<file path="src/rtl/prbs_link_pkg.sv">
`default_nettype none

package prbs_link_pkg;

    //////////////////////////////////////////////////
    // Board geometry
    //////////////////////////////////////////////////

    // Transceiver lanes on the board
    localparam int NUM_LANES = 8;
    // Only lanes 4 to 7 reach the front-panel LEDs
    localparam int LED_LANES = 4;
    // CCB cable width, bits 34-35 are not wired
    localparam int CCB_WIDTH = 51;

    // CCB command codes, carried in bits 7:2 of the bus
    localparam logic [5:0] CMD_BX0     = 6'h01;
    localparam logic [5:0] CMD_RESYNC  = 6'h03;
    localparam logic [5:0] CMD_BXRESET = 6'h32;

    //////////////////////////////////////////////////
    // Types
    //////////////////////////////////////////////////

    typedef logic [NUM_LANES-1:0] lane_vec_t;
    // Saturating error count of one lane
    typedef logic [1:0] err_cnt_t;
    typedef err_cnt_t [NUM_LANES-1:0] err_cnt_vec_t;

    // Encoding seen by the transceiver PRBS generator and checker
    typedef enum logic [2:0] {
        PRBS_OFF = 3'd0,
        PRBS7    = 3'd1,
        PRBS15   = 3'd2,
        PRBS23   = 3'd3,
        PRBS31   = 3'd4
    } prbs_mode_e;

    // Boot order, the LED phase code is the state number plus one
    typedef enum logic [2:0] {
        ST_RESET,
        ST_EN_TX,
        ST_TX_DONE,
        ST_EN_RX,
        ST_RX_DONE,
        ST_INJECT,
        ST_INJECT_CLEAR,
        ST_CHECK
    } boot_state_e;

    // One-cycle command pulses
    typedef struct packed {
        logic bx0;
        logic resync;
        logic bxreset;
    } ccb_cmd_t;

    // Controls driven to the transceivers
    typedef struct packed {
        lane_vec_t full_tx_reset;
        lane_vec_t full_rx_reset;
        logic      chk_clear;
        logic      error_inject;
    } link_ctrl_t;

    // APB register offsets
    typedef enum logic [3:0] {
        REG_CTRL   = 4'h0,
        REG_STATUS = 4'h4,
        REG_ERRCNT = 4'h8
    } apb_addr_e;

endpackage

`default_nettype wire

</file>
<file path="src/rtl/ccb_cmd_decoder.sv">
`default_nettype none

module ccb_cmd_decoder (
    input  logic                                clk40,
    input  logic                                PRBS_reset,
    input  logic [prbs_link_pkg::CCB_WIDTH-1:0] ccb_rx_i,
    output prbs_link_pkg::ccb_cmd_t             cmd_o
);
    import prbs_link_pkg::*;

    logic [CCB_WIDTH-1:0] ccb_q;
    logic [CCB_WIDTH-1:0] ccb;
    logic [5:0]           cmd_code;
    logic                 strobe;
    ccb_cmd_t             cmd_d;

    // Input register at the pins
    // Idle cable is all ones, so reset loads the idle level
    always_ff @(posedge clk40) begin
        if (PRBS_reset) begin
            ccb_q <= '1;
        end else begin
            ccb_q <= ccb_rx_i;
        end
    end

    // Cable is active low
    // Bits 34-35 float on the board and are forced low
    always_comb begin
        ccb        = ~ccb_q;
        ccb[35:34] = 2'b00;
    end

    assign cmd_code = ccb[7:2];
    // Command strobe
    assign strobe   = ccb[10];

    // Decode only the three codes used here
    always_comb begin
        cmd_d.bx0     = strobe && (cmd_code == CMD_BX0);
        cmd_d.resync  = strobe && (cmd_code == CMD_RESYNC);
        cmd_d.bxreset = strobe && (cmd_code == CMD_BXRESET);
    end

    // Pulses leave registered, one cycle after the input register
    always_ff @(posedge clk40) begin
        if (PRBS_reset) begin
            cmd_o <= '0;
        end else begin
            cmd_o <= cmd_d;
        end
    end

endmodule

`default_nettype wire

</file>
<file path="src/rtl/prbs_error_monitor.sv">
`default_nettype none

module prbs_error_monitor (
    input  logic                        clk40,
    input  logic                        PRBS_reset,
    input  prbs_link_pkg::lane_vec_t    prbs_error_i,
    input  logic                        chk_clear_i,
    output prbs_link_pkg::lane_vec_t    err_flags_o,
    output prbs_link_pkg::err_cnt_vec_t err_cnt_o
);
    import prbs_link_pkg::*;

    // Count stops here
    localparam err_cnt_t CNT_MAX = '1;

    //////////////////////////////////////////////////
    // Per-lane sticky flag and saturating count
    //////////////////////////////////////////////////

    // Clear has priority over a new error in the same cycle
    always_ff @(posedge clk40) begin
        if (PRBS_reset || chk_clear_i) begin
            err_flags_o <= '0;
            err_cnt_o   <= '0;
        end else begin
            for (int i = 0; i < NUM_LANES; i++) begin
                if (prbs_error_i[i]) begin
                    // Flag stays set until the next clear
                    err_flags_o[i] <= 1'b1;
                    // Counts error cycles, not error bits
                    if (err_cnt_o[i] != CNT_MAX) begin
                        err_cnt_o[i] <= err_cnt_o[i] + 2'd1;
                    end
                end
            end
        end
    end

endmodule

`default_nettype wire

</file>
<file path="src/rtl/link_config_regs.sv">
`default_nettype none

module link_config_regs (
    input  logic                        clk40,
    input  logic                        PRBS_reset,
    input  logic                        psel_i,
    input  logic                        penable_i,
    input  logic                        pwrite_i,
    input  logic [3:0]                  paddr_i,
    input  logic [31:0]                 pwdata_i,
    input  prbs_link_pkg::boot_state_e  state_i,
    input  prbs_link_pkg::lane_vec_t    err_flags_i,
    input  prbs_link_pkg::err_cnt_vec_t err_cnt_i,
    output logic [31:0]                 prdata_o,
    output logic                        pready_o,
    output logic                        pslverr_o,
    output prbs_link_pkg::prbs_mode_e   prbs_mode_o,
    output logic                        sw_inject_o
);
    import prbs_link_pkg::*;

    apb_addr_e addr;
    logic      access;
    logic      mapped;
    logic      wr_ctrl;

    assign addr   = apb_addr_e'(paddr_i);
    // Access phase of a transfer
    assign access = psel_i && penable_i;

    //////////////////////////////////////////////////
    // Read mux and offset decode
    //////////////////////////////////////////////////

    always_comb begin
        mapped   = 1'b1;
        prdata_o = '0;
        case (addr)
            REG_CTRL: begin
                // Inject bit always reads as zero
                prdata_o[2:0] = prbs_mode_o;
            end
            REG_STATUS: begin
                prdata_o[2:0]  = state_i;
                prdata_o[15:8] = err_flags_i;
            end
            REG_ERRCNT: begin
                prdata_o[15:0] = err_cnt_i;
            end
            default: begin
                mapped = 1'b0;
            end
        endcase
    end

    // No wait states
    assign pready_o  = 1'b1;
    assign pslverr_o = access && !mapped;
    // Writes to the status offsets fall through silently
    assign wr_ctrl   = access && pwrite_i && (addr == REG_CTRL);

    //////////////////////////////////////////////////
    // Control register
    //////////////////////////////////////////////////

    always_ff @(posedge clk40) begin
        if (PRBS_reset) begin
            prbs_mode_o <= PRBS31;
            sw_inject_o <= 1'b0;
        end else begin
            // Single-cycle pulse per write with bit 3 set
            sw_inject_o <= wr_ctrl && pwdata_i[3];
            if (wr_ctrl) begin
                prbs_mode_o <= prbs_mode_e'(pwdata_i[2:0]);
            end
        end
    end

endmodule

`default_nettype wire

</file>
<file path="src/rtl/link_boot_fsm.sv">
`default_nettype none

module link_boot_fsm #(
    parameter int SETTLE_CYCLES = 16,
    parameter int INJECT_CYCLES = 32
) (
    input  logic                        clk40,
    input  logic                        PRBS_reset,
    input  prbs_link_pkg::ccb_cmd_t     cmd_i,
    input  logic                        inject_i,
    input  logic                        sw_inject_i,
    input  prbs_link_pkg::lane_vec_t    tx_reset_done_i,
    input  prbs_link_pkg::lane_vec_t    rx_reset_done_i,
    input  prbs_link_pkg::lane_vec_t    err_flags_i,
    input  prbs_link_pkg::err_cnt_vec_t err_cnt_i,
    output prbs_link_pkg::link_ctrl_t   ctrl_o,
    output prbs_link_pkg::boot_state_e  state_o,
    output logic [7:0]                  led_o
);
    import prbs_link_pkg::*;

    // Counter must reach the longer of the two waits
    localparam int MAX_WAIT = (SETTLE_CYCLES > INJECT_CYCLES) ? SETTLE_CYCLES : INJECT_CYCLES;
    localparam int CNT_W    = $clog2(MAX_WAIT + 1);

    // All lanes held in reset and checkers cleared
    localparam link_ctrl_t CTRL_RESET = '{
        full_tx_reset: '1,
        full_rx_reset: '1,
        chk_clear:     1'b1,
        error_inject:  1'b0
    };

    boot_state_e      state_q;
    boot_state_e      state_d;
    logic [CNT_W-1:0] cnt_q;
    logic             settle_done;
    logic             inject_done;
    link_ctrl_t       ctrl_d;
    logic [7:0]       led_d;
    logic [3:0]       phase_code;

    //////////////////////////////////////////////////
    // State machine and state counter
    //////////////////////////////////////////////////

    // Counter is zero on the first cycle of each state
    assign settle_done = (cnt_q == CNT_W'(SETTLE_CYCLES - 1));
    assign inject_done = (cnt_q == CNT_W'(INJECT_CYCLES - 1));

    always_comb begin
        state_d = state_q;
        case (state_q)
            ST_RESET: begin
                state_d = ST_EN_TX;
            end
            ST_EN_TX: begin
                if (settle_done) begin
                    state_d = ST_TX_DONE;
                end
            end
            ST_TX_DONE: begin
                if (&tx_reset_done_i) begin
                    state_d = ST_EN_RX;
                end
            end
            ST_EN_RX: begin
                if (settle_done) begin
                    state_d = ST_RX_DONE;
                end
            end
            ST_RX_DONE: begin
                if (&rx_reset_done_i) begin
                    state_d = ST_INJECT;
                end
            end
            ST_INJECT: begin
                if (inject_done) begin
                    state_d = ST_INJECT_CLEAR;
                end
            end
            ST_INJECT_CLEAR: begin
                state_d = ST_CHECK;
            end
            default: begin
                state_d = ST_CHECK;
            end
        endcase
        // Resync restarts the boot from any state
        if (cmd_i.resync) begin
            state_d = ST_RESET;
        end
    end

    always_ff @(posedge clk40) begin
        if (PRBS_reset) begin
            state_q <= ST_RESET;
            cnt_q   <= '0;
        end else begin
            state_q <= state_d;
            if (state_d != state_q) begin
                cnt_q <= '0;
            end else begin
                cnt_q <= cnt_q + 1'b1;
            end
        end
    end

    assign state_o = state_q;

    //////////////////////////////////////////////////
    // Transceiver controls and LEDs
    //////////////////////////////////////////////////

    always_comb begin
        ctrl_d = '0;
        case (state_q)
            ST_RESET: begin
                ctrl_d = CTRL_RESET;
            end
            ST_EN_TX, ST_TX_DONE: begin
                // TX out of reset, RX still held
                ctrl_d.full_rx_reset = '1;
                ctrl_d.chk_clear     = 1'b1;
            end
            ST_EN_RX, ST_INJECT_CLEAR: begin
                ctrl_d.chk_clear = 1'b1;
            end
            ST_RX_DONE, ST_INJECT: begin
                ctrl_d.error_inject = 1'b1;
            end
            default: begin
                // Checking, clears and injects come from commands
                ctrl_d.chk_clear    = cmd_i.bxreset;
                ctrl_d.error_inject = inject_i || cmd_i.bx0 || sw_inject_i;
            end
        endcase
    end

    assign phase_code = {1'b0, state_q} + 4'd1;

    always_comb begin
        led_d = {phase_code, 4'b0000};
        case (state_q)
            ST_INJECT, ST_INJECT_CLEAR: begin
                // Lane 4 on led 3 down to lane 7 on led 0
                for (int i = 0; i < LED_LANES; i++) begin
                    led_d[LED_LANES-1-i] = err_flags_i[NUM_LANES-LED_LANES+i];
                end
            end
            ST_CHECK: begin
                // One LED pair per lane count, lane 4 on top
                for (int i = 0; i < LED_LANES; i++) begin
                    led_d[7-2*i -: 2] = err_cnt_i[NUM_LANES-LED_LANES+i];
                end
            end
            default: begin
                led_d = {phase_code, 4'b0000};
            end
        endcase
    end

    // Outputs trail the state by one cycle
    always_ff @(posedge clk40) begin
        if (PRBS_reset) begin
            ctrl_o <= CTRL_RESET;
            led_o  <= 8'h10;
        end else begin
            ctrl_o <= ctrl_d;
            led_o  <= led_d;
        end
    end

endmodule

`default_nettype wire

</file>
<file path="src/rtl/prbs_link_ctrl.sv">
`default_nettype none

module prbs_link_ctrl #(
    parameter int SETTLE_CYCLES = 16,
    parameter int INJECT_CYCLES = 32
) (
    input  logic                                clk40,
    input  logic                                PRBS_reset,
    input  logic [prbs_link_pkg::CCB_WIDTH-1:0] ccb_rx_i,
    input  logic                                inject_i,
    input  prbs_link_pkg::lane_vec_t            tx_reset_done_i,
    input  prbs_link_pkg::lane_vec_t            rx_reset_done_i,
    input  prbs_link_pkg::lane_vec_t            prbs_error_i,
    output prbs_link_pkg::link_ctrl_t           link_ctrl_o,
    output prbs_link_pkg::prbs_mode_e           prbs_mode_o,
    output logic [7:0]                          led_o,
    input  logic                                psel_i,
    input  logic                                penable_i,
    input  logic                                pwrite_i,
    input  logic [3:0]                          paddr_i,
    input  logic [31:0]                         pwdata_i,
    output logic [31:0]                         prdata_o,
    output logic                                pready_o,
    output logic                                pslverr_o
);
    import prbs_link_pkg::*;

    ccb_cmd_t     cmd;
    boot_state_e  state;
    link_ctrl_t   link_ctrl;
    lane_vec_t    err_flags;
    err_cnt_vec_t err_cnt;
    logic         sw_inject;

    //////////////////////////////////////////////////
    // Command path
    //////////////////////////////////////////////////

    ccb_cmd_decoder u_ccb_cmd_decoder (
        .clk40      (clk40),
        .PRBS_reset (PRBS_reset),
        .ccb_rx_i   (ccb_rx_i),
        .cmd_o      (cmd)
    );

    // Software side of the board
    link_config_regs u_link_config_regs (
        .clk40       (clk40),
        .PRBS_reset  (PRBS_reset),
        .psel_i      (psel_i),
        .penable_i   (penable_i),
        .pwrite_i    (pwrite_i),
        .paddr_i     (paddr_i),
        .pwdata_i    (pwdata_i),
        .state_i     (state),
        .err_flags_i (err_flags),
        .err_cnt_i   (err_cnt),
        .prdata_o    (prdata_o),
        .pready_o    (pready_o),
        .pslverr_o   (pslverr_o),
        .prbs_mode_o (prbs_mode_o),
        .sw_inject_o (sw_inject)
    );

    //////////////////////////////////////////////////
    // Boot sequencer and error monitor
    //////////////////////////////////////////////////

    link_boot_fsm #(
        .SETTLE_CYCLES (SETTLE_CYCLES),
        .INJECT_CYCLES (INJECT_CYCLES)
    ) u_link_boot_fsm (
        .clk40           (clk40),
        .PRBS_reset      (PRBS_reset),
        .cmd_i           (cmd),
        .inject_i        (inject_i),
        .sw_inject_i     (sw_inject),
        .tx_reset_done_i (tx_reset_done_i),
        .rx_reset_done_i (rx_reset_done_i),
        .err_flags_i     (err_flags),
        .err_cnt_i       (err_cnt),
        .ctrl_o          (link_ctrl),
        .state_o         (state),
        .led_o           (led_o)
    );

    // Checker clear from the sequencer also clears the counts
    prbs_error_monitor u_prbs_error_monitor (
        .clk40        (clk40),
        .PRBS_reset   (PRBS_reset),
        .prbs_error_i (prbs_error_i),
        .chk_clear_i  (link_ctrl.chk_clear),
        .err_flags_o  (err_flags),
        .err_cnt_o    (err_cnt)
    );

    assign link_ctrl_o = link_ctrl;

endmodule

`default_nettype wire

</file>
<file path="config.mk">
export PLATFORM = sky130hd
export DESIGN_NAME = prbs_link_ctrl
export DESIGN_NICKNAME = d
export VERILOG_FILES = /design/src/rtl/prbs_link_pkg.sv /design/src/rtl/ccb_cmd_decoder.sv /design/src/rtl/prbs_error_monitor.sv /design/src/rtl/link_config_regs.sv /design/src/rtl/link_boot_fsm.sv /design/src/rtl/prbs_link_ctrl.sv
export SDC_FILE = /design/constraint.sdc
export NUM_CORES = 1
export LEC_CHECK = 0
export ABC_AREA = 1
export BUFFER_PORTS_ARGS = -buffer_cell sky130_fd_sc_hd__buf_2
export CELL_PAD_IN_SITES_DETAIL_PLACEMENT = 1
export CELL_PAD_IN_SITES_GLOBAL_PLACEMENT = 1
export CORE_MARGIN = 4
export CORE_UTILIZATION = 26
export CTS_CLUSTER_SIZE = 25
export DETAILED_ROUTE_END_ITERATION = 8
export MAX_ROUTING_LAYER = met4
export PLACE_DENSITY = 0.76
export SLEW_MARGIN = 40
export SYNTH_ARGS = -nofsm -noshare
export SYNTH_HDL_FRONTEND = slang
export SYNTH_SLANG_ARGS = --single-unit
</file>
<file path="constraint.sdc">
create_clock -name clk40 -period 1.9 [get_ports clk40]
set_input_delay 0.095 -clock clk40 [delete_from_list [all_inputs] [get_ports clk40]]
set_output_delay 0.095 -clock clk40 [all_outputs]
set_load 0.05 [all_outputs]
</file>
After elaboration in Yosys (flattened, before gate mapping) --
Cells that the tools add are included. Widths: inputs -> output; s select.
Operators by class: multiplexer cells 17, equal/unequal tests 23, bitwise operators 1, add/subtract/negate cells 10, reduce and logical (&&, ||, !) cells 30
Operators with widths (number):
- $mux 3 | 6
- $pmux 3 s6 | 1
- $add 2x1->2 const B | 8
- $mux 8 | 2
- $ne 2x2->1 const B | 8
- $pmux 8 s2 | 1
- $reduce_and 2->1 | 8
- $reduce_and 8->1 | 2
- $eq 3x3->1 const B | 4
- $not 11->11 | 1
- $pmux 3 s3 | 1
- $logic_and 1x1->1 | 8
- $pmux 4 s2 | 1
- $add 6x1->6 const B | 1
- $eq 3x2->1 const B | 2
- $eq 6x1->1 const B | 1
- $eq 6x2->1 const B | 1
- $eq 6x4->1 const B | 1
- $eq 6x5->1 const B | 1
- $eq 6x6->1 const B | 1
- $reduce_or 2->1 | 3
- $reduce_or 3->1 | 2
- $mux 5 | 1
- $reduce_or 5->1 | 1
- other kinds (12) | 15
Word-level totals: word-level logic and storage cells 110, bits in registers 77, input port bits 117

Logic depth before layout (Yosys ltp) --
Gate-level depths: netlist (run 1).
word-level depth 6, gate-level depth with buffers 14, gate-level depth less buffers 14

By module --
From an unflattened synthesis (run 1), not the netlist that was laid out.
Second synthesis, totals: cells, all modules 459, area, all modules 3218.1 um2
Modules (own cells, without submodules):
- link_boot_fsm | times used 1, area an instance 1266.2 um2, seq. area each 420.4 um2, cells an instance 173
- prbs_error_monitor | times used 1, area an instance 1052.3 um2, seq. area each 480.5 um2, cells an instance 147
- link_config_regs | times used 1, area an instance 584.3 um2, seq. area each 80.1 um2, cells an instance 103
- ccb_cmd_decoder | times used 1, area an instance 315.3 um2, seq. area each 200.2 um2, cells an instance 36

Worst setup path after synthesis (run 1) --
No wires, ideal clock.
path type input port to output port, start point input port paddr_i[1], end point output port prdata_o[11], arrival 1762 ps, stages 6, slack 43 ps, path buffers 1, cell sequence nor2_1 -> inv_1 -> nor3_1 -> inv_1 -> clkbuf_1 -> o21ai_0
On the way: word-level cells in the longest chain between the ends 2, elaborated cells on any way between the ends 3, those cells by class eq/ne (2); mux (1)
RTL lines:
- start: declaration | RTL line prbs_link_ctrl.sv:20 | input logic [3:0] paddr_i,
- $eq 4x4->1 / $eq 4x3->1 (equally long branches) | RTL line link_config_regs.sv:38 | case (addr)
- $pmux 8 s2 (*) | RTL line link_config_regs.sv:38
- end: declaration | RTL line prbs_link_ctrl.sv:22 | output logic [31:0] prdata_o,
Every way passes the cells marked *; elsewhere a longest branch is shown, timed or not.

Worst setup path in the final report (run 1) --
start point register u_link_boot_fsm.state_q[1], in the netlist u_link_boot_fsm.state_o[1], end point register u_link_boot_fsm.cnt_q[1]
On the way: word-level cells in the longest chain between the ends 5, elaborated cells on any way between the ends 15, those cells by class eq/ne (6); mux (7); reduce/logical (2)
RTL lines:
- start: declaration | RTL line link_boot_fsm.sv:34 | boot_state_e state_q;
- start signal: assignment | RTL line link_boot_fsm.sv:100 | state_q <= state_d;
- $eq 3x3->1, or another cell as far along | RTL line link_boot_fsm.sv:53 | case (state_q)
- $pmux 3 s6 | RTL line link_boot_fsm.sv:53
- $mux 3 | RTL line link_boot_fsm.sv:90 | if (cmd_i.resync) begin
- $ne 3x3->1 (*) | RTL line link_boot_fsm.sv:101 | if (state_d != state_q) begin
- $reduce_or 2->1 (no source line) (*)
- end signal: assignment | RTL line link_boot_fsm.sv:104 | cnt_q <= cnt_q + 1'b1;
- end: declaration | RTL line link_boot_fsm.sv:36 | logic [CNT_W-1:0] cnt_q;
Marked as above. A chain may end at the register's enable or synchronous reset.

==> results of run 1 <==
-- cell usage after synthesis, types with 8 or more instances --
cell	n
ha_1	15
o21ai_0	26
nand3_1	9
inv_1	57
a21oi_1	32
or2_2	8
nor2_1	44
nand2_1	65
dfxtp_1	59
buf_4	32
-- per-stage QoR --
stage               setup TNS, ns  power (mW)
floorplan                       0        3.49
global placement                0        3.93
detailed placement         -0.325        4.01
CTS                             0        5.64
global route             -0.00593        6.17
finish                          0        5.82
-- routing by layer --
metal	vias up	track usage [%]	wire length, microns
li1	1438	-	-
met1	1341	15.6	3760
met2	85	23.7	4280
met3	11	3.03	585
met4	0	4.41	96
met5	-	-	0
-- cells by family after synthesis --
group / after synthesis / synth area share (%)
XOR/XNOR: 4 / 1.16
other: 2 / 0.248
AO/OA/AOI/OAI: 69 / 12.1
adder cells (fa/ha/maj): 15 / 6.20
flip-flops: 59 / 39.0
AND/OR/NAND/NOR: 156 / 24.8
buffers and inverters: 101 / 16.6
-- power breakdown --
group | switching (mW) | leakage, nW | internal (mW)
clock | 0.533 | 0.135 | 1.03
sequential | 0.159 | 0.482 | 1.42
combinational | 1.85 | 1.28 | 0.817
-- flip-flops by register name (all words and copies together) (netlist names) --
| name | count |
|---|---|
| u_ccb_cmd_decoder.cmd_o | 3 |
| u_link_config_regs.sw_inject_o | 1 |
| u_prbs_error_monitor.err_cnt_o | 16 |
| u_link_boot_fsm.led_o | 8 |
| u_link_config_regs.prbs_mode_o | 3 |
| u_link_boot_fsm.state_o | 3 |
| u_prbs_error_monitor.err_flags_o | 8 |
| u_ccb_cmd_decoder.ccb_q | 7 |
| u_link_boot_fsm.cnt_q | 6 |
| u_link_boot_fsm.ctrl_o | 4 |
-- worst paths after layout --
path	startpoint	to	slack [ns]	cells past startpoint
worst max-delay path	u_link_boot_fsm.state_o[1]$_SDFF_PP0_	u_link_boot_fsm.cnt_q[1]$_SDFF_PP0_	0.15	11
worst min-delay path	pwdata_i[3]	u_link_config_regs.sw_inject_o$_SDFF_PP0_	0.03	3
worst max register to register	u_link_boot_fsm.state_o[1]$_SDFF_PP0_	u_link_boot_fsm.cnt_q[1]$_SDFF_PP0_	0.15	11
worst min register to register	u_ccb_cmd_decoder.ccb_q[3]$_SDFF_PP1_	u_ccb_cmd_decoder.cmd_o[1]$_SDFF_PP0_	0.42	1
-- layout make-up --
type                       count  area, sq um
tap                          143          179
clock inverter                 2         37.5
clock buffer                  12          246
multi-input combinational    261         1510
inverter                      63          244
fill                        1408         7380
sequential                    59         1190
timing repair buffer         111          632
-- cell usage in the layout, fill, tap and decap left out, types with 7 or more instances in the layout --
master	n
nor2_1	43
nand2_2	7
dlygate4sd3_1	8
buf_4	12
conb_1	17
buf_2	90
or2_2	8
a21oi_1	31
clkbuf_16	9
nand2_1	63
o21ai_0	24
inv_1	55
ha_1	9
dfxtp_1	57
nand3_1	7
-- critical path: stages, from the launching register on --
cell     delay [ns]
dfxtp_4        0.39
inv_4          0.08
ha_4           0.19
o21ai_4        0.16
nand2_1        0.08
inv_1          0.08
nand2_2        0.08
nand3_1        0.09
nand2_2        0.07
nor2_4         0.13
nand3_4        0.13
nor3_2         0.19
-- what timing repair did --
item / CTS / global route
setup endpoints to repair: 6 / 6
hold endpoints to repair: 8 / 0
resized for setup: 3 / 28
hold buffers: 8 / 0
buffers inserted: 0 / 1
pin swaps: 0 / 4
==> summary.txt, run 1 <==
Flow run
  • Max Cap Viol: 0

Setup path
  • Crit path DAT: 2.00 ns
  • Crit Path Max Fanout: 6
  • CP required: 2.15 ns
  • Startpoint types: register
  • CP Capture Type: register
  • Setup CP Type: register to register

Route
  • Initial DRC Count: 78
  • Drt pass-1 iters: 4
  • WL/cell: 13.4 microns
  • Vias/cell: 4.42
  • Drt total wl: 8.72 mm
  • Antenna Violating Nets Remaining: 0
  • DRC violations left: 0
  • Detailed-route via count: 2,875

Yosys
  • Most used DFF post-synth: dfxtp_1
  • Seq/Total Area, Yosys: 39.0%
  • Area leader, netlist: dfxtp_1
  • Ys async rst share: 0%
  • Gate count of the mapped netlist: 406
  • Ys Warns: 0
  • Syn_area_per_cell: 7.46 sq um
  • #FFs+latches synth: 59
  • Yosys cell types: 32
  • Cell area after synthesis: 3030 sq um
  • Dominant cells by area after synthesis: dfxtp_1 (39%), nand2_1 (8.1%), buf_4 (7.9%)
  • Synth top area share: 39.0%
  • Number of synthesized flops with an enable pin: 0

Clocking
  • Root Buffer: clkbuf_16
  • CTS tree: done
  • CTS sink count: 59
  • Worst-path clk slew: 0.05 ns
  • Latest clock arrival within the worst-skew pair: 0.32 ns
  • TritonCTS Buffers: 9
  • Clk buf depth: 2
  • H-tree lvl count: 3

Worst hold path
  • Worst min path class: input pin to register

Cells and area
  • Final net count: 637
  • # diodes: 0
  • Final Core Density: 35.3%
  • Share of layout cells above drive strength 1: 32.3%
  • Final cell count without fillers: 651
  • Post-route cell area: 4040 sq um
  • Layout area overhead: 33.3%

Global route
  • GRT Resource Usage Total: 13.7%
  • Via count of the first global-routing pass: 3,007
  • Initial antenna violation count: 0
  • Largest net degree at the start of global routing: 20
  • First-pass GRT wire length: 14.0 mm
  • Total grt overflow: 0

Power and ir drop
  • Max rail drop VDD: 0.983 mV
  • Pwr dens: 1440 nW/um^2
  • Pleak: 1.90 nW

Floorplan
  • Die H: 116 microns
  • Die footprint: 13,400 sq um
  • Core Footprint: 11,400 sq um
  • Row count: 39
  • # IOs: 180
  • Initial core utilization: 26.5%
  • Horiz. Die Dim: 116 microns

STA
  • Worst hold margin: 0.0262 ns
  • Fin. max-slew vios: 0
  • Fin. Hold Viols: 0
  • Final number of setup-violating endpoints: 0
  • Fmax: 0.571 GHz
  • Worst setup margin: 0.147 ns
  • Final min period: 1.75 ns
  • Setup Skew: 0.00481 ns
  • Fin crit share: 92.2%

Placed design
  • RePlAce Congestion: 0.830
  • PortBufs: 90
  • Placed Area: 3540 sq um
  • DP HPWL: 6.76 mm
  • Placed cell count: 628
  • Pre-CTS setup slack: -0.0614 ns

Run status
  • Run status: finished clean
Power figures use the tool's default switching activity.
==> run 2, diff against run 1 <==
--- a/config.mk
+++ b/config.mk
@@ -5,16 +5,17 @@
 export SDC_FILE = /design/constraint.sdc
 export NUM_CORES = 1
 export LEC_CHECK = 0
-export ABC_AREA = 1
+export ABC_AREA = 0
 export BUFFER_PORTS_ARGS = -buffer_cell sky130_fd_sc_hd__buf_2
 export CELL_PAD_IN_SITES_DETAIL_PLACEMENT = 1
 export CELL_PAD_IN_SITES_GLOBAL_PLACEMENT = 1
 export CORE_MARGIN = 4
-export CORE_UTILIZATION = 26
+export CORE_UTILIZATION = 28
 export CTS_CLUSTER_SIZE = 25
 export DETAILED_ROUTE_END_ITERATION = 8
+export GPL_TIMING_DRIVEN = 0
 export MAX_ROUTING_LAYER = met4
-export PLACE_DENSITY = 0.76
+export PLACE_DENSITY = 0.78
 export SLEW_MARGIN = 40
 export SYNTH_ARGS = -nofsm -noshare
 export SYNTH_HDL_FRONTEND = slang
==> run 2 against run 1 <==
Net effect: the flow now finishes with violations (setup timing); clock power shrank 32%; critical endpoint is now u_link_boot_fsm.cnt_q[4]$_SDFF_PP0_; sequential share of layout area down 2.3 points; combinational power up 13%; largest cell class unchanged; die area is 5.5% lower.
==> summary.txt, run 2 <==
Yosys
  • Gate count of the mapped netlist: 333
  • Compound-gate portion of the synthesized area: 11.3%
  • Yosys cell types: 50
  • Post-Synth Simple-Gate Area: 23.0%
  • Syn_area_per_cell: 9.21 sq um
  • Dominant cells by area after synthesis: dfxtp_1 (38%), buf_4 (8.3%), nor2_1 (6.7%)
  • Top-count cell post-synth: dfxtp_1
  • Number of synthesized flops with an enable pin: 0
  • Mux cell area share after synthesis: 4.89%
  • Most used DFF post-synth: dfxtp_1
  • Top cells by count, synth: dfxtp_1 (59), nor2_1 (55), buf_4 (34)
  • Largest family of logic cells by synthesized area: simple AND/OR/NAND/NOR gates
  • Seq/Total Area, Yosys: 38.5%
  • #FFs+latches synth: 59
  • Adder-cell share of the synthesized area: 6.12%
  • Xor/xnor share of the synthesized area: 3.71%
  • Cell area after synthesis: 3070 sq um
  • Ys async rst share: 0%
  • Area leader, netlist: dfxtp_1
  • Ys Warns: 0
  • Synth top area share: 38.5%

Setup path
  • Crit Path Max Fanout: 6
  • Startpoint types: register
  • Worst r2r path cells: 10
  • Worst r2r src: u_link_boot_fsm.state_o[0]$_SDFF_PP0_
  • Worst path cell trace: buf_6, inv_8, ha_4, or3_4, nor2_4, buf_12, nor3_4, o32ai_4, buf_12, nor4_4
  • Setup CP Type: register to register
  • CP Capture Type: register
  • Worst path most repeated cell: buf_12
  • Worst r2r dst: u_link_boot_fsm.cnt_q[4]$_SDFF_PP0_
  • CP max stage cell: or3_4
  • Largest delay contributor family on the critical path: simple AND/OR/NAND/NOR gates
  • CP required: 2.13 ns
  • Reg2Reg Setup Slack: -0.13 ns
  • Crit path largest cell delay: 0.42 ns
  • Crit path DAT: 2.26 ns
  • Worst Path Buf+Inv: 4

Power and ir drop
  • Share of power burned in registers: 27.6%
  • Max rail drop VDD: 0.788 mV
  • Pleak: 1.95 nW
  • Pwr dens: 1280 nW/um^2
  • Comb power frac: 53.5%
  • Clk pwr share: 18.9%
  • Switching part of the total: 44.4%
  • Int Pwr: 3.14 mW
  • NetSw: 2.51 mW

Floorplan
  • Die H: 113 microns
  • # IOs: 180
  • Initial core utilization: 29.2%
  • Core Footprint: 10,500 sq um
  • Row count: 37
  • Die footprint: 12,700 sq um
  • Horiz. Die Dim: 113 microns

Route
  • WL/cell: 14.9 microns
  • Drt pass-1 iters: 4
  • Vias/cell: 4.58
  • Initial DRC Count: 102
  • Drt total wl: 9.14 mm
  • DRC violations left: 0
  • Detailed-route via count: 2,815
  • Antenna Violating Nets Remaining: 0

STA
  • Fin. max-slew vios: 0
  • Unrepaired setup endpoints after global routing: true
  • Worst setup margin: -0.131 ns
  • Final min period: 2.03 ns
  • Setup TNS: -0.821 ns
  • Setup Skew: 0.0116 ns
  • Relative slew slack: 60.3%
  • Fmax: 0.492 GHz
  • Slew @ Worst Pin: 0.593 ns
  • Final number of setup-violating endpoints: 7
  • Fin crit share: 107%
  • Fin. Hold Viols: 0

Global route
  • Via count of the first global-routing pass: 3,026
  • Total grt overflow: 0
  • GRT Resource Usage Total: 15.0%
  • Initial antenna violation count: 0
  • Met2 Resource Use GR: 26.2%
  • First-pass GRT wire length: 15.0 mm
  • GRT busiest layer: met2
  • Met3 usage: 3.45%
  • Largest net degree at the start of global routing: 12
  • M1 GR Usage: 16.9%

Cells and area
  • Final cell count without fillers: 614
  • Top Registers: u_prbs_error_monitor.err_cnt_o x16, u_link_boot_fsm.led_o x8, u_prbs_error_monitor.err_flags_o x8
  • Share of layout cells above drive strength 1: 42.1%
  • # diodes: 0
  • Flip-flop count of the largest register after layout: 16
  • Most common cell after layout, fill and taps aside: buf_2
  • Final Core Density: 41.9%
  • Final net count: 605
  • Largest Register: u_prbs_error_monitor.err_cnt_o
  • Most frequent cells in the layout: buf_2 (88), dfxtp_1 (56), nor2_1 (54)
  • Layout area overhead: 43.4%

Worst hold path
  • Hold depth: 3
  • Hold Path Sink: u_prbs_error_monitor.err_flags_o[4]$_SDFFE_PP0P_
  • Worst min path class: input pin to register
  • Hold wc startpoint: prbs_error_i[4]

Clocking
  • CTS tree: done
  • Worst-path clk slew: 0.08 ns
  • Latest clock arrival within the worst-skew pair: 0.35 ns
  • Root Buffer: clkbuf_8
  • TritonCTS Buffers: 9
  • CTS sink count: 59
  • Clk buf depth: 2
  • H-tree lvl count: 3

Run status
  • Failing checks: setup timing
  • Run status: finished, violations left

Flow run
  • Max Cap Viol: 0

Placed design
  • PortBufs: 85
  • RePlAce Congestion: 0.795
  • Placed cell count: 569
  • DP HPWL: 6.55 mm
  • Pre-CTS setup slack: -0.327 ns
==> run 2: cell types whose count changed after synthesis, sizes merged, moves of 7 or more <==
cell   delta
a21oi    -23
a22o      +8
buf       +8
inv      -54
mux2i    +15
nand2    -64
nand3    -12
nor2     +10
nor2b    +10
nor4      +7
o21ai    -19
xnor2     +9
==> run 2: how the worst max path moves through the flow <==
stage | cells after the start | to | from | slack [ns]
2_1_floorplan | 9 | u_link_boot_fsm.cnt_q[1]$_SDFF_PP0_ | u_link_boot_fsm.state_o[0]$_SDFF_PP0_ | -0.12
3_3_place_gp | 8 | u_link_boot_fsm.cnt_q[4]$_SDFF_PP0_ | u_link_boot_fsm.state_o[1]$_SDFF_PP0_ | -0.26
3_5_place_dp | 7 | u_link_boot_fsm.cnt_q[5]$_SDFF_PP0_ | u_link_boot_fsm.state_o[1]$_SDFF_PP0_ | -0.33
4_1_cts | 9 | u_link_boot_fsm.cnt_q[1]$_SDFF_PP0_ | u_link_boot_fsm.state_o[1]$_SDFF_PP0_ | -0.08
5_1_grt | 10 | u_link_boot_fsm.cnt_q[0]$_SDFF_PP0_ | u_link_boot_fsm.state_o[0]$_SDFF_PP0_ | -0.20
6_report | 10 | u_link_boot_fsm.cnt_q[4]$_SDFF_PP0_ | u_link_boot_fsm.state_o[0]$_SDFF_PP0_ | -0.13
==> run 2: timing repair <==
item | CTS | global route
setup buffers | 13 | 2
hold endpoints to repair | 16 | 0
pin swaps | 11 | 1
hold buffers | 16 | 0
setup endpoints to repair | 19 | 7
gates resized for setup | 17 | 6
==> run 2: cell type report <==
| cell class | instances | area, sq um |
|---|---|---|
| plain buffers | 48 | 333 |
| clock buffers | 10 | 149 |
| clock inverters | 6 | 38.8 |
| fillers | 1236 | 6110 |
| inverters | 7 | 36.3 |
| multi-input cells | 232 | 1740 |
| flip-flops and latches | 59 | 1190 |
| well taps | 136 | 170 |
| repair buffers | 116 | 739 |
==> run 2: tightest hold or removal path: cells and delay by family <==
kind	cells	cell delay [ns]
buffers and inverters	1	0.10
and+or+nand+nor	2	0.11
==> run 2: cells by family (layout without fill, tap and decap cells) <==
kind of cell    count (synthesis)  after routing
compound gates                 46             46
xor+xnor                       13             13
fa+ha+maj                      15             15
buf+inv                        57            187
flops                          59             59
mux                            15             15
other cells                     2             17
simple gates                  126            126
==> run 2: metal layers <==
| metal | up-vias | share of wire [%] | wire, microns |
|---|---|---|---|
| met2 | 85 | 51 | 4690 |
| met1 | 1343 | 42 | 3830 |
| met4 | 0 | 1.3 | 121 |
| li1 | 1374 | - | - |
| met3 | 13 | 5.5 | 499 |
| met5 | - | 0 | 0 |
==> run 2: power groups by stage <==
| stage | Combinational [mW] | Clock (mW) | Sequential (mW) |
|---|---|---|---|
| floorplan | 1.76 | 0 | 1.74 |
| global placement | 2.36 | 0 | 1.58 |
| detailed placement | 2.43 | 0 | 1.59 |
| CTS | 2.89 | 1.10 | 1.56 |
| global route | 3.22 | 1.16 | 1.59 |
| finish | 3.03 | 1.07 | 1.56 |
==> run 2: per-stage QoR <==
| step | power, mW | instance area [sq um] | hold WS, ns |
|---|---|---|---|
| floorplan | 3.50 | 3190 | 0.199 |
| global placement | 3.94 | 3790 | 0.279 |
| detailed placement | 4.02 | 3790 | 0.283 |
| CTS | 5.55 | 4350 | 0.000796 |
| global route | 5.96 | 4400 | 0.00977 |
| finish | 5.65 | 4400 | 0.00104 |
==> run 3, diff against run 2 <==
--- a/config.mk
+++ b/config.mk
@@ -16,6 +16,7 @@
 export GPL_TIMING_DRIVEN = 0
 export MAX_ROUTING_LAYER = met4
 export PLACE_DENSITY = 0.78
+export RECOVER_POWER = 25
 export SLEW_MARGIN = 40
 export SYNTH_ARGS = -nofsm -noshare
 export SYNTH_HDL_FRONTEND = slang
==> run 3 against run 2 <==
Net effect: the run still ends with setup timing left; global-route usage is the same; non-clock buffer count unchanged; combinational power hardly changed; largest cell class unchanged; highest routed layer unchanged.
==> summary.txt, run 3 (synthesized netlist as in run 2, its figures left out) <==
Floorplan
  • Horiz. Die Dim: 113 microns
  • Die footprint: 12,700 sq um
  • Row count: 37
  • Die H: 113 microns
  • Initial core utilization: 29.2%
  • # IOs: 180
  • Core Footprint: 10,500 sq um

Route
  • Initial DRC Count: 87
  • Drt pass-1 iters: 4
  • DRC violations left: 0
  • WL/cell: 14.9 microns
  • Antenna Violating Nets Remaining: 0
  • Vias/cell: 4.57
  • Drt total wl: 9.12 mm
  • Detailed-route via count: 2,804

Worst hold path
  • Hold depth: 3
  • Worst min path class: input pin to register

STA
  • Final number of setup-violating endpoints: 7
  • Fin crit share: 107%
  • Fmax: 0.492 GHz
  • Fin. Hold Viols: 0
  • Worst hold margin: 0.000936 ns
  • Relative slew slack: 39.6%
  • Setup Skew: 0.0106 ns
  • Fin. max-slew vios: 0
  • Slew @ Worst Pin: 0.898 ns
  • Final min period: 2.03 ns
  • Worst setup margin: -0.131 ns
  • Unrepaired setup endpoints after global routing: true

Global route
  • Total grt overflow: 0
  • Via count of the first global-routing pass: 3,026
  • Largest net degree at the start of global routing: 12
  • Initial antenna violation count: 0
  • GRT Resource Usage Total: 15.0%
  • First-pass GRT wire length: 15.0 mm

Setup path
  • Largest delay contributor family on the critical path: simple AND/OR/NAND/NOR gates
  • CP required: 2.13 ns
  • Crit path DAT: 2.26 ns
  • Worst r2r path cells: 10
  • Crit path largest cell delay: 0.42 ns
  • Worst path most repeated cell: buf_12
  • Worst path cell trace: buf_6, inv_8, ha_4, or3_4, nor2_4, buf_12, nor3_4, o32ai_4, buf_12, nor4_2
  • CP Depth: 10
  • Worst Path Buf+Inv: 4
  • Crit Path Max Fanout: 6
  • CP Capture Type: register
  • CP max stage cell: or3_4
  • Setup CP Type: register to register
  • Startpoint types: register

Cells and area
  • Final net count: 605
  • Most common cell after layout, fill and taps aside: buf_2
  • Largest Register: u_prbs_error_monitor.err_cnt_o
  • Final cell count without fillers: 614
  • Layout area overhead: 42.8%
  • Top Registers: u_prbs_error_monitor.err_cnt_o x16, u_link_boot_fsm.led_o x8, u_prbs_error_monitor.err_flags_o x8
  • Flip-flop count of the largest register after layout: 16
  • Fillers: 1,239
  • Share of layout cells above drive strength 1: 39.7%
  • # diodes: 0
  • Most frequent cells in the layout: buf_2 (78), dfxtp_1 (56), nor2_1 (54)

Power and ir drop
  • Pleak: 1.91 nW
  • Pwr dens: 1290 nW/um^2
  • Max rail drop VDD: 0.788 mV

Clocking
  • Worst-path clk slew: 0.08 ns
  • CTS sink count: 59
  • TritonCTS Buffers: 9
  • H-tree lvl count: 3
  • Clk buf depth: 2
  • Latest clock arrival within the worst-skew pair: 0.34 ns
  • CTS tree: done
  • Root Buffer: clkbuf_8

Placed design
  • RePlAce Congestion: 0.795
  • PortBufs: 85
  • DP HPWL: 6.55 mm
  • Placed cell count: 569

Run status
  • Failing checks: setup timing
  • Run status: finished, violations left

Flow run
  • Max Cap Viol: 0
[run 3: routing by layer]
metal | track usage [%] | vias to the layer above | share of wire (%)
li1 | - | 1375 | -
met1 | 16.9 | 1320 | 42
met2 | 26.2 | 94 | 51
met3 | 3.45 | 15 | 5.9
met4 | 5.05 | 0 | 1.5
met5 | - | - | 0
[run 3: where the power goes]
group	leakage (nW)	switching, mW	internal (mW)	total, mW
clock network	0.0932	0.519	0.546	1.07
registers	0.483	0.148	1.41	1.56
logic	1.34	1.84	1.18	3.02
total	1.91	2.51	3.13	5.64
[run 3: worst paths after layout]
path | start | endpoint | slack [ns]
min reg2reg | u_ccb_cmd_decoder.cmd_o[0]$_SDFF_PP0_ | u_link_boot_fsm.ctrl_o[1]$_SDFF_PP1_ | 0.47
max | u_link_boot_fsm.state_o[0]$_SDFF_PP0_ | u_link_boot_fsm.cnt_q[2]$_SDFF_PP0_ | -0.13
max reg2reg | u_link_boot_fsm.state_o[0]$_SDFF_PP0_ | u_link_boot_fsm.cnt_q[2]$_SDFF_PP0_ | -0.13
min | prbs_error_i[4] | u_prbs_error_monitor.err_flags_o[4]$_SDFFE_PP0P_ | 0.0009
[run 3: repair_timing]
item / in CTS / in global routing
hold buffers: 16 / 0
gates resized for setup: 17 / 6
endpoints found under the setup margin: 19 / 7
setup buffers: 13 / 2
endpoints found under the hold margin: 16 / 0
pin swaps: 11 / 1
[run 3: tightest hold or removal path: cells and delay by family]
family,cells,cell delay [ns]
buffers and inverters,1,0.10
and+or+nand+nor,2,0.11
[run 3: metrics by stage]
stage / instance area [sq um] / setup WS [ns] / power [mW] / TNS (ns) / utilization, %
6_report: 4380 / -0.131 / 5.64 / -0.825 / 41.7
2_1_floorplan: 3190 / -0.116 / 3.50 / -0.681 / -
4_1_cts: 4350 / -0.0776 / 5.55 / -0.463 / 41.4
5_1_grt: 4380 / -0.197 / 5.96 / -1.34 / 41.7
3_3_place_gp: 3790 / -0.255 / 3.94 / -1.50 / 36.0
3_5_place_dp: 3790 / -0.327 / 4.02 / -2.15 / 36.0
[run 3: cell type report]
class,count,area (sq um),share of cell area [%]
repair buffers,116,727,16.6
clock buffers,10,149,3.40
clock inverters,6,38.8,0.885
multi-input cells,232,1730,39.6
well taps,136,170,3.88
flip-flops and latches,59,1190,27.2
inverters,7,36.3,0.828
plain buffers,48,333,7.60
